===== src/logic/shb_macros.svh =====
`ifndef SHB_MACROS_SVH
`define SHB_MACROS_SVH

// Bank registers per CPU
`define SHB_NBANK 8

// Control window, CPU address high byte
`define SHB_CTRL_PAGE 8'hE0

// Control offsets inside the window, 0 to 7 are the bank registers
`define SHB_OFS_SRST     4'd8
`define SHB_OFS_IRQ_ACK  4'd9
`define SHB_OFS_FIRQ_ACK 4'd10

// Bank 7 boots into the top of ROM
`define SHB_BANK_BOOT 9'h1FF

// Region codes, RAM in bits 21..19 and the rest in bits 21..16
`define SHB_RGN_RAM  3'b011
`define SHB_RGN_VRAM 6'h08
`define SHB_RGN_PAL  6'h09
`define SHB_RGN_OBJ  6'h0A
`define SHB_RGN_KEY  6'h0B
`define SHB_RGN_SND  6'h0C

`endif


===== src/logic/shb_pkg.sv =====
`default_nettype none

package shb_pkg;

    // CPU side address
    typedef logic [15:0] cpu_addr_t;

    // Board address after banking
    typedef logic [21:0] bus_addr_t;

    typedef logic [7:0] byte_t;

    // Bank register, lands on board bits 21..13
    typedef logic [8:0] bank_t;

    // Bus owner, also the CPU index of the ack and pending vectors
    typedef enum logic {
        OWN_MASTER = 1'b0,
        OWN_SUB    = 1'b1
    } owner_e;

endpackage

`default_nettype wire


===== src/logic/shb_bus_if.sv =====
`default_nettype none

// One CPU's bus pins
interface shb_cpu_if;
    shb_pkg::cpu_addr_t addr;
    shb_pkg::byte_t     dout;   // CPU write data
    logic               rnw;
    logic               vma;    // Valid memory address for the next cycle
    shb_pkg::byte_t     din;    // Held read data
    logic               irq_n;
    logic               firq_n;

    modport slot (
        input  addr, dout, rnw, vma,
        output din
    );

    modport intr (
        output irq_n, firq_n
    );
endinterface

// Access of whichever CPU holds the bus
interface shb_owner_if;
    shb_pkg::owner_e    owner;
    shb_pkg::cpu_addr_t addr;
    shb_pkg::byte_t     dout;
    logic               rnw;
    logic               vma;    // Registered at the start of the slot

    modport slot (
        output owner, addr, dout, rnw, vma
    );

    modport map (
        input  owner, addr, dout, rnw, vma
    );
endinterface

`default_nettype wire


===== src/logic/shb_bus_slot.sv =====
`default_nettype none

module shb_bus_slot (
    input  wire logic           clk,
    input  wire logic           reset,
    input  wire logic [1:0]     cpu_cen,
    input  wire shb_pkg::byte_t bdin,

    shb_cpu_if.slot             mcpu,
    shb_cpu_if.slot             scpu,
    shb_owner_if.slot           own
);

    shb_pkg::owner_e owner;
    logic            mvma_q;
    logic            svma_q;
    shb_pkg::byte_t  mdin_q;
    shb_pkg::byte_t  sdin_q;

    // Ownership flips on each clock-enable phase.
    // cen[0] hands the bus to the sub, cen[1] back to the master,
    // and the incoming owner's vma is captured on the same pulse.
    always_ff @(posedge clk) begin
        if (reset) begin
            owner  <= shb_pkg::OWN_MASTER;
            mvma_q <= 1'b0;
            svma_q <= 1'b0;
        end else begin
            if (cpu_cen[0]) begin
                owner  <= shb_pkg::OWN_SUB;
                svma_q <= scpu.vma;
            end
            if (cpu_cen[1]) begin // Master wins a double pulse
                owner  <= shb_pkg::OWN_MASTER;
                mvma_q <= mcpu.vma;
            end
        end
    end

    // Read data reloads on every clock of the owner's slot
    always_ff @(posedge clk) begin
        if (owner == shb_pkg::OWN_SUB) begin
            sdin_q <= bdin;
        end else begin
            mdin_q <= bdin;
        end
    end

    assign mcpu.din = mdin_q;   // Holds through the sub's slot
    assign scpu.din = sdin_q;

    // Owner multiplexer
    always_comb begin
        own.owner = owner;
        if (owner == shb_pkg::OWN_SUB) begin
            own.addr = scpu.addr;
            own.dout = scpu.dout;
            own.rnw  = scpu.rnw;
            own.vma  = svma_q;
        end else begin
            own.addr = mcpu.addr;
            own.dout = mcpu.dout;
            own.rnw  = mcpu.rnw;
            own.vma  = mvma_q;
        end
    end

endmodule

`default_nettype wire


===== src/logic/shb_bank_mapper.sv =====
`default_nettype none

`include "shb_macros.svh"

module shb_bank_mapper (
    input  wire logic              clk,
    input  wire logic              reset,

    shb_owner_if.map               own,

    input  wire logic [15:0]       obus_dout,
    input  wire shb_pkg::byte_t    mrom_data,
    input  wire shb_pkg::byte_t    srom_data,
    input  wire shb_pkg::byte_t    ram_dout,
    input  wire shb_pkg::byte_t    key_dout,
    input  wire shb_pkg::byte_t    vram_dout,
    input  wire shb_pkg::byte_t    pal_dout,
    input  wire logic              mrom_ok,
    input  wire logic              srom_ok,
    input  wire logic              ram_ok,

    output shb_pkg::bus_addr_t     baddr,
    output shb_pkg::byte_t         bdout,
    output logic                   brnw,
    output shb_pkg::byte_t         bdin,
    output logic                   mrom_cs,
    output logic                   srom_cs,
    output logic                   ram_cs,
    output logic                   key_cs,
    output logic                   vram_cs,
    output logic                   pal_cs,
    output logic                   sound_cs,
    output logic [1:0]             obus_we,
    output logic [10:0]            obus_addr,
    output logic                   bus_busy,
    output logic                   srst_n,
    output logic [1:0]             ack_irq,
    output logic [1:0]             ack_firq
);

    shb_pkg::bank_t mbank [`SHB_NBANK];
    shb_pkg::bank_t sbank [`SHB_NBANK];
    shb_pkg::bank_t cur_bank;
    shb_pkg::bank_t bank_new;
    logic [3:0]     ofs;
    logic           in_win;     // CPU address inside the control window
    logic           ctrl_we;
    logic           acc;        // Valid access outside the window
    logic           rom_hit;
    logic           obj_cs;
    logic           is_sub;

    assign is_sub   = own.owner == shb_pkg::OWN_SUB;
    assign in_win   = own.addr[15:8] == `SHB_CTRL_PAGE;
    assign ofs      = own.addr[3:0];
    assign ctrl_we  = in_win & own.vma & ~own.rnw;
    assign bank_new = {own.addr[4], own.dout}; // Address bit 4 is the ninth data bit

    // Register writes apply on the next clock, repeats rewrite the same value
    always_ff @(posedge clk) begin
        if (reset) begin
            for (int i = 0; i < `SHB_NBANK; i++) begin
                mbank[i] <= '0;
                sbank[i] <= '0;
            end
            mbank[`SHB_NBANK-1] <= `SHB_BANK_BOOT;
            sbank[`SHB_NBANK-1] <= `SHB_BANK_BOOT;
            srst_n <= 1'b0;  // Sub held until the master lets go
        end else if (ctrl_we) begin
            if (ofs < `SHB_OFS_SRST) begin
                if (is_sub) begin
                    sbank[ofs[2:0]] <= bank_new;
                end else begin
                    mbank[ofs[2:0]] <= bank_new;
                end
            end
            if (ofs == `SHB_OFS_SRST && !is_sub) begin
                srst_n <= own.dout[0];
            end
        end
    end

    // Acknowledge strobes go to the owning CPU only
    always_comb begin
        ack_irq  = 2'b00;
        ack_firq = 2'b00;
        if (ctrl_we && ofs == `SHB_OFS_IRQ_ACK) begin
            ack_irq[own.owner] = 1'b1;
        end
        if (ctrl_we && ofs == `SHB_OFS_FIRQ_ACK) begin
            ack_firq[own.owner] = 1'b1;
        end
    end

    // Bank lookup on the top three address bits
    assign cur_bank = is_sub ? sbank[own.addr[15:13]] : mbank[own.addr[15:13]];
    assign baddr    = {cur_bank, own.addr[12:0]};
    assign bdout    = own.dout;
    assign brnw     = own.rnw;

    // Region decode
    assign acc      = own.vma & ~in_win;
    assign rom_hit  = acc & baddr[21];
    assign mrom_cs  = rom_hit & ~is_sub;
    assign srom_cs  = rom_hit & is_sub;
    assign ram_cs   = acc && baddr[21:19] == `SHB_RGN_RAM;
    assign vram_cs  = acc && baddr[21:16] == `SHB_RGN_VRAM;
    assign pal_cs   = acc && baddr[21:16] == `SHB_RGN_PAL;
    assign obj_cs   = acc && baddr[21:16] == `SHB_RGN_OBJ;
    assign key_cs   = acc && baddr[21:16] == `SHB_RGN_KEY;
    assign sound_cs = acc && baddr[21:16] == `SHB_RGN_SND;

    // Object RAM is 16 bits wide, bit 11 picks the lane
    assign obus_we   = {2{obj_cs & ~own.rnw}} & {baddr[11], ~baddr[11]};
    assign obus_addr = baddr[10:0];

    // Read source priority
    always_comb begin
        if (mrom_cs) begin
            bdin = mrom_data;
        end else if (srom_cs) begin
            bdin = srom_data;
        end else if (ram_cs) begin
            bdin = ram_dout;
        end else if (key_cs) begin
            bdin = key_dout;
        end else if (vram_cs) begin
            bdin = vram_dout;
        end else if (pal_cs) begin
            bdin = pal_dout;
        end else if (obj_cs) begin
            bdin = baddr[11] ? obus_dout[15:8] : obus_dout[7:0];
        end else begin
            bdin = '0;  // Unmapped
        end
    end

    // Slow memories not ready yet
    assign bus_busy = (mrom_cs & ~mrom_ok) | (srom_cs & ~srom_ok) | (ram_cs & ~ram_ok);

endmodule

`default_nettype wire


===== src/logic/shb_irq_ctrl.sv =====
`default_nettype none

module shb_irq_ctrl (
    input  wire logic       clk,
    input  wire logic       reset,
    input  wire logic       lvbl,
    input  wire logic       firqn,
    input  wire logic [1:0] ack_irq,
    input  wire logic [1:0] ack_firq,

    shb_cpu_if.intr         mcpu,
    shb_cpu_if.intr         scpu
);

    logic       lvbl_q;
    logic       firqn_q;
    logic       vb_fall;
    logic       firq_fall;
    logic [1:0] irq_pend;   // Indexed by CPU
    logic [1:0] firq_pend;

    // Input samplers, follow the pins even in reset so no false edge
    always_ff @(posedge clk) begin
        lvbl_q  <= lvbl;
        firqn_q <= firqn;
    end

    assign vb_fall   = lvbl_q & ~lvbl;   // Start of vertical blank
    assign firq_fall = firqn_q & ~firqn;

    // An edge reaches both CPUs, each clears its own
    always_ff @(posedge clk) begin
        if (reset) begin
            irq_pend  <= 2'b00;
            firq_pend <= 2'b00;
        end else begin
            for (int i = 0; i < 2; i++) begin
                if (ack_irq[i]) begin
                    irq_pend[i] <= 1'b0;
                end else if (vb_fall) begin
                    irq_pend[i] <= 1'b1;
                end
                if (ack_firq[i]) begin
                    firq_pend[i] <= 1'b0;
                end else if (firq_fall) begin
                    firq_pend[i] <= 1'b1;
                end
            end
        end
    end

    assign mcpu.irq_n  = ~irq_pend[shb_pkg::OWN_MASTER];
    assign mcpu.firq_n = ~firq_pend[shb_pkg::OWN_MASTER];
    assign scpu.irq_n  = ~irq_pend[shb_pkg::OWN_SUB];
    assign scpu.firq_n = ~firq_pend[shb_pkg::OWN_SUB];

endmodule

`default_nettype wire


===== src/logic/shb_main.sv =====
`default_nettype none

module shb_main (
    input  wire logic               clk,
    input  wire logic               reset,
    input  wire logic [1:0]         cpu_cen,  // 0 starts the sub slot, 1 the master slot
    input  wire logic               lvbl,
    input  wire logic               firqn,

    // Master CPU
    input  wire shb_pkg::cpu_addr_t m_addr,
    input  wire shb_pkg::byte_t     m_dout,
    input  wire logic               m_rnw,
    input  wire logic               m_vma,
    output shb_pkg::byte_t          m_din,
    output logic                    m_irq_n,
    output logic                    m_firq_n,

    // Sub CPU
    input  wire shb_pkg::cpu_addr_t s_addr,
    input  wire shb_pkg::byte_t     s_dout,
    input  wire logic               s_rnw,
    input  wire logic               s_vma,
    output shb_pkg::byte_t          s_din,
    output logic                    s_irq_n,
    output logic                    s_firq_n,

    // Memory side
    input  wire logic [15:0]        obus_dout,
    input  wire shb_pkg::byte_t     mrom_data,
    input  wire shb_pkg::byte_t     srom_data,
    input  wire shb_pkg::byte_t     ram_dout,
    input  wire shb_pkg::byte_t     key_dout,
    input  wire shb_pkg::byte_t     vram_dout,
    input  wire shb_pkg::byte_t     pal_dout,
    input  wire logic               mrom_ok,
    input  wire logic               srom_ok,
    input  wire logic               ram_ok,
    output shb_pkg::bus_addr_t      baddr,
    output shb_pkg::byte_t          bdout,
    output logic                    brnw,
    output logic                    mrom_cs,
    output logic                    srom_cs,
    output logic                    ram_cs,
    output logic                    key_cs,
    output logic                    vram_cs,
    output logic                    pal_cs,
    output logic                    sound_cs,
    output logic [1:0]              obus_we,
    output logic [10:0]             obus_addr,
    output logic                    bus_busy,
    output logic                    srst_n
);

    shb_pkg::byte_t bdin;
    logic [1:0]     ack_irq;
    logic [1:0]     ack_firq;

    shb_cpu_if   mcpu_if ();
    shb_cpu_if   scpu_if ();
    shb_owner_if own_if ();

    // CPU pins into the bus interfaces
    assign mcpu_if.addr = m_addr;
    assign mcpu_if.dout = m_dout;
    assign mcpu_if.rnw  = m_rnw;
    assign mcpu_if.vma  = m_vma;
    assign scpu_if.addr = s_addr;
    assign scpu_if.dout = s_dout;
    assign scpu_if.rnw  = s_rnw;
    assign scpu_if.vma  = s_vma;

    assign m_din    = mcpu_if.din;
    assign m_irq_n  = mcpu_if.irq_n;
    assign m_firq_n = mcpu_if.firq_n;
    assign s_din    = scpu_if.din;
    assign s_irq_n  = scpu_if.irq_n;
    assign s_firq_n = scpu_if.firq_n;

    shb_bus_slot u_slot (
        .clk     (clk),
        .reset   (reset),
        .cpu_cen (cpu_cen),
        .bdin    (bdin),
        .mcpu    (mcpu_if.slot),
        .scpu    (scpu_if.slot),
        .own     (own_if.slot)
    );

    shb_bank_mapper u_mapper (
        .clk       (clk),
        .reset     (reset),
        .own       (own_if.map),
        .obus_dout (obus_dout),
        .mrom_data (mrom_data),
        .srom_data (srom_data),
        .ram_dout  (ram_dout),
        .key_dout  (key_dout),
        .vram_dout (vram_dout),
        .pal_dout  (pal_dout),
        .mrom_ok   (mrom_ok),
        .srom_ok   (srom_ok),
        .ram_ok    (ram_ok),
        .baddr     (baddr),
        .bdout     (bdout),
        .brnw      (brnw),
        .bdin      (bdin),
        .mrom_cs   (mrom_cs),
        .srom_cs   (srom_cs),
        .ram_cs    (ram_cs),
        .key_cs    (key_cs),
        .vram_cs   (vram_cs),
        .pal_cs    (pal_cs),
        .sound_cs  (sound_cs),
        .obus_we   (obus_we),
        .obus_addr (obus_addr),
        .bus_busy  (bus_busy),
        .srst_n    (srst_n),
        .ack_irq   (ack_irq),
        .ack_firq  (ack_firq)
    );

    shb_irq_ctrl u_irq (
        .clk      (clk),
        .reset    (reset),
        .lvbl     (lvbl),
        .firqn    (firqn),
        .ack_irq  (ack_irq),
        .ack_firq (ack_firq),
        .mcpu     (mcpu_if.intr),
        .scpu     (scpu_if.intr)
    );

endmodule

`default_nettype wire


===== config.mk =====
export PLATFORM = sky130hd
export DESIGN_NAME = shb_main
export DESIGN_NICKNAME = d
export VERILOG_FILES = /design/src/logic/shb_pkg.sv /design/src/logic/shb_bus_if.sv /design/src/logic/shb_bus_slot.sv /design/src/logic/shb_bank_mapper.sv /design/src/logic/shb_irq_ctrl.sv /design/src/logic/shb_main.sv
export VERILOG_INCLUDE_DIRS = /design/src /design/src/logic
export SDC_FILE = /design/constraint.sdc
export NUM_CORES = 1
export LEC_CHECK = 0
export ABC_AREA = 1
export BUFFER_PORTS_ARGS = -buffer_cell sky130_fd_sc_hd__buf_4
export CAP_MARGIN = 10
export CORE_UTILIZATION = 50
export DETAILED_ROUTE_END_ITERATION = 6
export MAX_ROUTING_LAYER = met4
export PLACE_DENSITY = 0.77
export SLEW_MARGIN = 30
export SYNTH_ARGS = -nofsm -noshare
export SYNTH_HDL_FRONTEND = slang
export SYNTH_SLANG_ARGS = --single-unit

===== constraint.sdc =====
create_clock -name clk -period 2.9 [get_ports clk]
set_input_delay 0.145 -clock clk [delete_from_list [all_inputs] [get_ports clk]]
set_output_delay 0.145 -clock clk [all_outputs]
set_load 0.05 [all_outputs]

== Word-level counts from Yosys, hierarchy flattened ==
Memory sizes are Yosys's and may differ from the RTL's.
Index checks and enable logic that the tools add are counted.

* Bits in registers: 26
* Memory bits (writable): 144
* Bits of input ports: 125
* Output and inout port bits: 73
* Word-level logic and storage cells: 113
* Memories kept: 2

{| class="wikitable"
|+ Memories
! name !! depth !! bits a word !! read ports !! clocked after Yosys merged registers in !! wr ports !! RTL line !! text
|-
| u_mapper.mbank || 8 || 9 || 1 || 0 || 8 || shb_bank_mapper.sv:41 || <nowiki>shb_pkg::bank_t mbank [`SHB_NBANK];</nowiki>
|-
| u_mapper.sbank || 8 || 9 || 1 || 0 || 8 || shb_bank_mapper.sv:42 || <nowiki>shb_pkg::bank_t sbank [`SHB_NBANK];</nowiki>
|}

* $lt $le $gt $ge: 3
* Equality and inequality tests: 10
* Multiplexer cells: 37
* Bitwise operators: 30
* Reductions and logical operators: 19

{| class="wikitable"
|+ Operators by type and width
! cell !! number
|-
| $mux 8 || 9
|-
| $mux 9 || 5
|-
| $eq 6x4->1 const B || 5
|-
| $reduce_or 9->1 || 2
|-
| $mux 1 || 17
|-
| $mux 16 || 1
|-
| $not 1->1 || 13
|-
| $and 1x1->1 || 12
|-
| $eq 4x4->1 const B || 3
|-
| $logic_and 1x1->1 || 10
|-
| $reduce_or 2->1 || 5
|-
| $eq 8x8->1 const B || 1
|-
| $mux 3 || 2
|-
| $lt 4x4->1 const B || 1
|-
| $mux 2 || 2
|-
| $or 1x1->1 || 4
|-
| $eq 3x2->1 const B || 1
|-
| $and 2x2->2 || 1
|-
| $lt 1x2->1 const B || 1
|-
| $reduce_and 2->1 || 1
|-
| $demux 1 s1 || 1
|-
| $ge 1x1->1 const B || 1
|-
| $logic_not 1->1 || 1
|}

== Logic depth before layout (Yosys ltp) ==
* Word-level depth: 12
* Mapped depth: 18
* Gate-level depth less buffers: 16

== Hierarchy ==
Synthesis repeated with hierarchy kept, for this count alone.

* Cell total of the unflattened synthesis: 1111
* Area total of the unflattened synthesis: 9275.1 sq um

{| class="wikitable"
|+ By module, submodules not included
! module !! instances !! cells an instance !! area an instance (sq um) !! seq. area each (sq um)
|-
| shb_bank_mapper || 1 || 968 || 8099.0 || 4344.2
|-
| shb_bus_slot || 1 || 116 || 965.9 || 540.5
|-
| shb_irq_ctrl || 1 || 27 || 210.2 || 120.1
|}

== Least setup slack after synthesis ==
Ideal clock, no wire load.

* Path kind: flip-flop to output port
* From: register u_slot.owner (netlist: u_slot.own.owner)
* To: output pal_cs
* Data arrival time: 3.204 ns
* Data required time: 2.755 ns
* Slack: -0.449 ns
* Stages on the path, launching flop included: 15
* Buffers on the path: 4
* Cell sequence: dfxtp_1 buf_6 buf_6 nand2_1 o21ai_2 inv_2 buf_2 nand2_1 nand2_1 nand2_1 nand2_1 nor2_1 nand2_1 buf_2 nor3_1

* Longest elaborated chain between the ends: 5
* Elaborated cells on any way between the ends: 10
* Those cells by class: eq/ne (2); mux (3); bitwise (2); reduce/logical (1); memory (2)

{| class="wikitable"
|+ RTL lines
! element !! RTL line !! text
|-
| from (decl) || shb_bus_slot.sv:14 || <nowiki>shb_pkg::owner_e owner;</nowiki>
|-
| from (signal assigned) || shb_bus_slot.sv:25 || <nowiki>owner <= shb_pkg::OWN_MASTER;</nowiki>
|-
| from (signal assigned) || shb_bus_slot.sv:30 || <nowiki>owner <= shb_pkg::OWN_SUB;</nowiki>
|-
| from (signal assigned) || shb_bus_slot.sv:34 || <nowiki>owner <= shb_pkg::OWN_MASTER;</nowiki>
|-
| $mux 16 || shb_bus_slot.sv:55 || <nowiki>if (owner == shb_pkg::OWN_SUB) begin</nowiki>
|-
| $mem_v2 8x9 (on tied branches) || n/a ||
|-
| $mux 9 (*) || shb_bank_mapper.sv:96 || <nowiki>assign cur_bank = is_sub ? sbank[own.addr[15:13]] : mbank[own.addr[15:13]];</nowiki>
|-
| net baddr[18] || shb_main.sv:39 || <nowiki>output shb_pkg::bus_addr_t baddr,</nowiki>
|-
| $eq 6x4->1 (no source line) (*) || n/a ||
|-
| $logic_and 1x1->1 (no source line) (*) || n/a ||
|-
| to (decl) || shb_main.sv:47 || <nowiki>output logic pal_cs,</nowiki>
|}

Mark *: on every way through the listed nets, which the timed path passes. The rest lies on a longest branch.

== Worst setup path after layout ==
* From: register u_slot.owner (netlist: u_slot.own.owner)
* To: output ram_cs

* Longest elaborated chain between the ends: 5
* Elaborated cells on any way between the ends: 10
* Those cells by class: eq/ne (2); mux (3); bitwise (2); reduce/logical (1); memory (2)

{| class="wikitable"
|+ RTL lines
! element !! RTL line !! text
|-
| $mux 16 || shb_bus_slot.sv:55 ||
|-
| $mem_v2 8x9 (tied with other cells) || n/a ||
|-
| $mux 9 / $not 1->1 (equally long branches) || shb_bank_mapper.sv:96, shb_bank_mapper.sv:102 ||
|-
| $eq 3x2->1 (no source line) / $and 1x1->1 (equally long branches) || n/a ||
|-
| $logic_and 1x1->1 (no source line) (*) || n/a ||
|-
| to (decl) || shb_main.sv:44 || <nowiki>output logic ram_cs,</nowiki>
|}

Every way passes the cells marked *; elsewhere a longest branch is shown, timed or not.

==> results_dict.tcl <==
set metrics [dict create \
    grt_antenna_before_repair 0 \
    worst_pin_slew_ns 0.690 \
    layout_setup_ws_ns 0.0246 \
    drtPass1Iterations 5 \
    rows 49 \
    grt_pass1_vias 7610 \
    hold_class "input pin to flip-flop" \
    port_buffers 197 \
    drc 0 \
    min_period_ns 2.88 \
    whs_endpoint "u_slot.mcpu.din[5]" \
    post_dp_cell_area_um2 11000 \
    cp_max_fo 12 \
    reg2reg_depth 16 \
    insertion_delay_ns 0.44 \
    yosysWarningCount 0 \
    rsz0062_at_grt "yes" \
    syn_inst 1078 \
    maxCapViolCount 0 \
    die_w_um 138 \
    slew_violations 0 \
    synth.most_common_cell "nand2_1" \
    final_layout_size_suffix_gt1_share_pct 28.4 \
    setup_viol 0 \
    dpl_worst_slack_ns 0.115 \
    drt-total-wl_um 29600 \
    crit_path_start_kind "flip-flop" \
    synth_top_area_share_pct 52.1 \
    synth_edf_count 160 \
    core_area_um2 18000 \
    fmax_ghz 0.348 \
    place_congestion 0.902 \
    r2r-start "u_slot.own.owner" \
    nets 1413 \
    die-area_um2 19000 \
    seq_area_frac_synth_pct 54.3 \
    dp_hpwl_um 19300 \
    slew-limit-headroom_pct 53.5 \
    synth_cell_types 38 \
    vias_per_cell 5.63 \
    postSynthAreaPerCell_um2 8.55 \
    arrival_ns 2.73 \
    synthTopCellsByCount "278 x nand2_1, 180 x nor2_1, 160 x edfxtp_1" \
    design_area_um2 12000 \
    grt_use_total_pct 31.1 \
    clockBufferDepth 2 \
    cts_sinks 170 \
    vias 8611 \
    grt_pass1_wl_um 41900 \
    min_period_over_period_pct 99.2 \
    hold_viol_final 0 \
    ir_worst_vdd_mv 0.476 \
    cts_root_buf "clkbuf_16" \
    synth_area_leaders "edfxtp_1 52%, nand2_1 11%, nor2_1 7.3%" \
    critPathKind "flip-flop to output port" \
    p_per_area_nw_per_um2 531 \
    die_h_um 138 \
    cts_buffers 17 \
    start_util_pct 51.1 \
    hold_path_startpoint "key_dout[5]" \
    htree_levels 4 \
    r2r_slack_ns 0.17 \
    p_leak_nw 5.63 \
    first_iter_violations 863 \
    clkTransAtPathRegs_ns 0.07 \
    num_antenna_cells 0 \
    grt_max_degree 51 \
    synth_flop_cell "edfxtp_1" \
    ios 198 \
    end_kind "output port" \
    reg2reg_to "u_slot.mcpu.din[7]" \
    postRouteAntennaNets 0 \
    area_delta_synth_final_pct 30.4 \
    nFillCells 1424 \
    syn_nets 1203 \
    synth.largest_area_cell "edfxtp_1" \
    post_drt_wl_per_cell_um 19.3 \
    async_reset_ff_share_pct 0 \
    finalSetupTns_ns 0 \
    holdPathStages 3 \
    grt-ovfl-total 0 \
    required_ns 2.76 \
    synth-seq-cells 170 \
    cts_tree "built" \
    status "finished, final reports clean" \
    syn_area_um2 9220 \
    skew_ns 0.00972 \
]
==> power by group <==
group | total (mW) | switching (mW) | internal, mW
clock network | 2.17 | 0.953 | 1.22
registers | 2.79 | 0.0293 | 2.76
logic | 1.42 | 0.953 | 0.470
total | 6.38 | 1.94 | 4.45
==> layout make-up <==
type | instances | area (um^2) | area share [%]
Tap cell | 229 | 287 | 2.38
Inverter | 122 | 473 | 3.93
Multi-Input combinational cell | 725 | 3550 | 29.5
Sequential cell | 170 | 5010 | 41.7
Clock buffer | 23 | 499 | 4.15
Clock inverter | 9 | 63.8 | 0.531
Timing Repair Buffer | 252 | 2140 | 17.8
==> repair_timing <==
action / 4_1_cts / 5_1_grt
endpoints found under the hold margin: 6 / 0
gates resized for setup: 9 / 33
buffers inserted: 5 / 4
pin swaps: 4 / 4
endpoints found under the setup margin: 10 / 136
hold buffers: 7 / 0
cloned: 2 / 6
==> per-stage QoR <==
step                      power (mW)  utilization, %  hold slack [ns]  instances
after floorplan                 3.65               -            0.173       1078
after global placement          4.11            60.9            0.262       1474
after detailed placement        4.12            60.9            0.261       1474
after CTS                       6.28            65.1           0.0210       1520
after global routing            6.57            66.7           0.0353       1530
final                           6.38            66.7           0.0306       1530
==> cells in the final DEF, fill, tap and decap left out, types with 4 or more instances in the layout <==
cell type,instances
buf_4,226
buf_6,7
clkbuf_16,24
clkinv_2,4
dfxtp_1,9
dlygate4sd3_1,7
edfxtp_1,160
inv_1,114
inv_2,4
nand2_1,257
nand2_2,25
nand2_4,20
nand3_1,122
nand3b_1,4
nand4_1,8
nor2_1,176
nor2_2,5
nor2_4,8
nor3_1,9
nor3_2,5
o21ai_0,31
o21ai_1,9
o21ai_2,4
o221ai_1,16
or2_2,10
==> flip-flops by register name, indices dropped and copies added, names as in the netlist <==
register and flops:
u_mapper.sbank 72, u_irq.firqn_q 1, u_slot.own.owner 1, u_irq.irq_pend 2, u_slot.mvma_q 1, u_mapper.srst_n 1, u_mapper.mbank 72, u_slot.svma_q 1
u_slot.mcpu.din 8, u_slot.scpu.din 8, u_irq.firq_pend 2, u_irq.lvbl_q 1
==> cell families (layout without fill, tap and decap cells) <==
| group | Yosys count | after routing | synth area share, % |
|---|---|---|---|
| buf+inv | 183 | 406 | 8.89 |
| simple gates | 659 | 659 | 32.3 |
| compound gates | 66 | 66 | 4.55 |
| flops | 170 | 170 | 54.3 |
==> worst max path at each step <==
stage / slack, ns / to / from / cells past startpoint
6_report: 0.02 / ram_cs / u_slot.own.owner / 14
5_1_grt: -0.07 / ram_cs / u_slot.own.owner / 8
4_1_cts: 0.009 / vram_cs / u_slot.own.owner / 13
3_5_place_dp: 0.12 / u_mapper.mbank[0][3] / u_slot.own.owner / 12
3_3_place_gp: 0.17 / u_mapper.mbank[0][7] / u_slot.own.owner / 12
2_1_floorplan: -0.09 / obus_we[0] / u_slot.own.owner / 13
==> critical path, stage by stage, from the launching register on <==
cell     delay (ns)
dfxtp_4        0.38
inv_6          0.11
nand2_8        0.11
nand2_8        0.16
buf_16         0.15
nand2_1        0.05
nand3_1        0.13
nand2_1        0.07
nand2_1        0.06
nand3_1        0.12
nand2_4        0.11
nand2_1        0.11
nor3_4         0.27
buf_4          0.22
buf_4          0.21
==> layer usage <==
metal	up-vias	GRT usage [%]	share of wire, %
met5	-	-	0
li1	3933	-	-
met3	89	5.70	10
met4	0	12.0	3.6
met1	4035	39.2	38
met2	554	49.9	48
No activity file was read; power rests on OpenSTA's default activity.
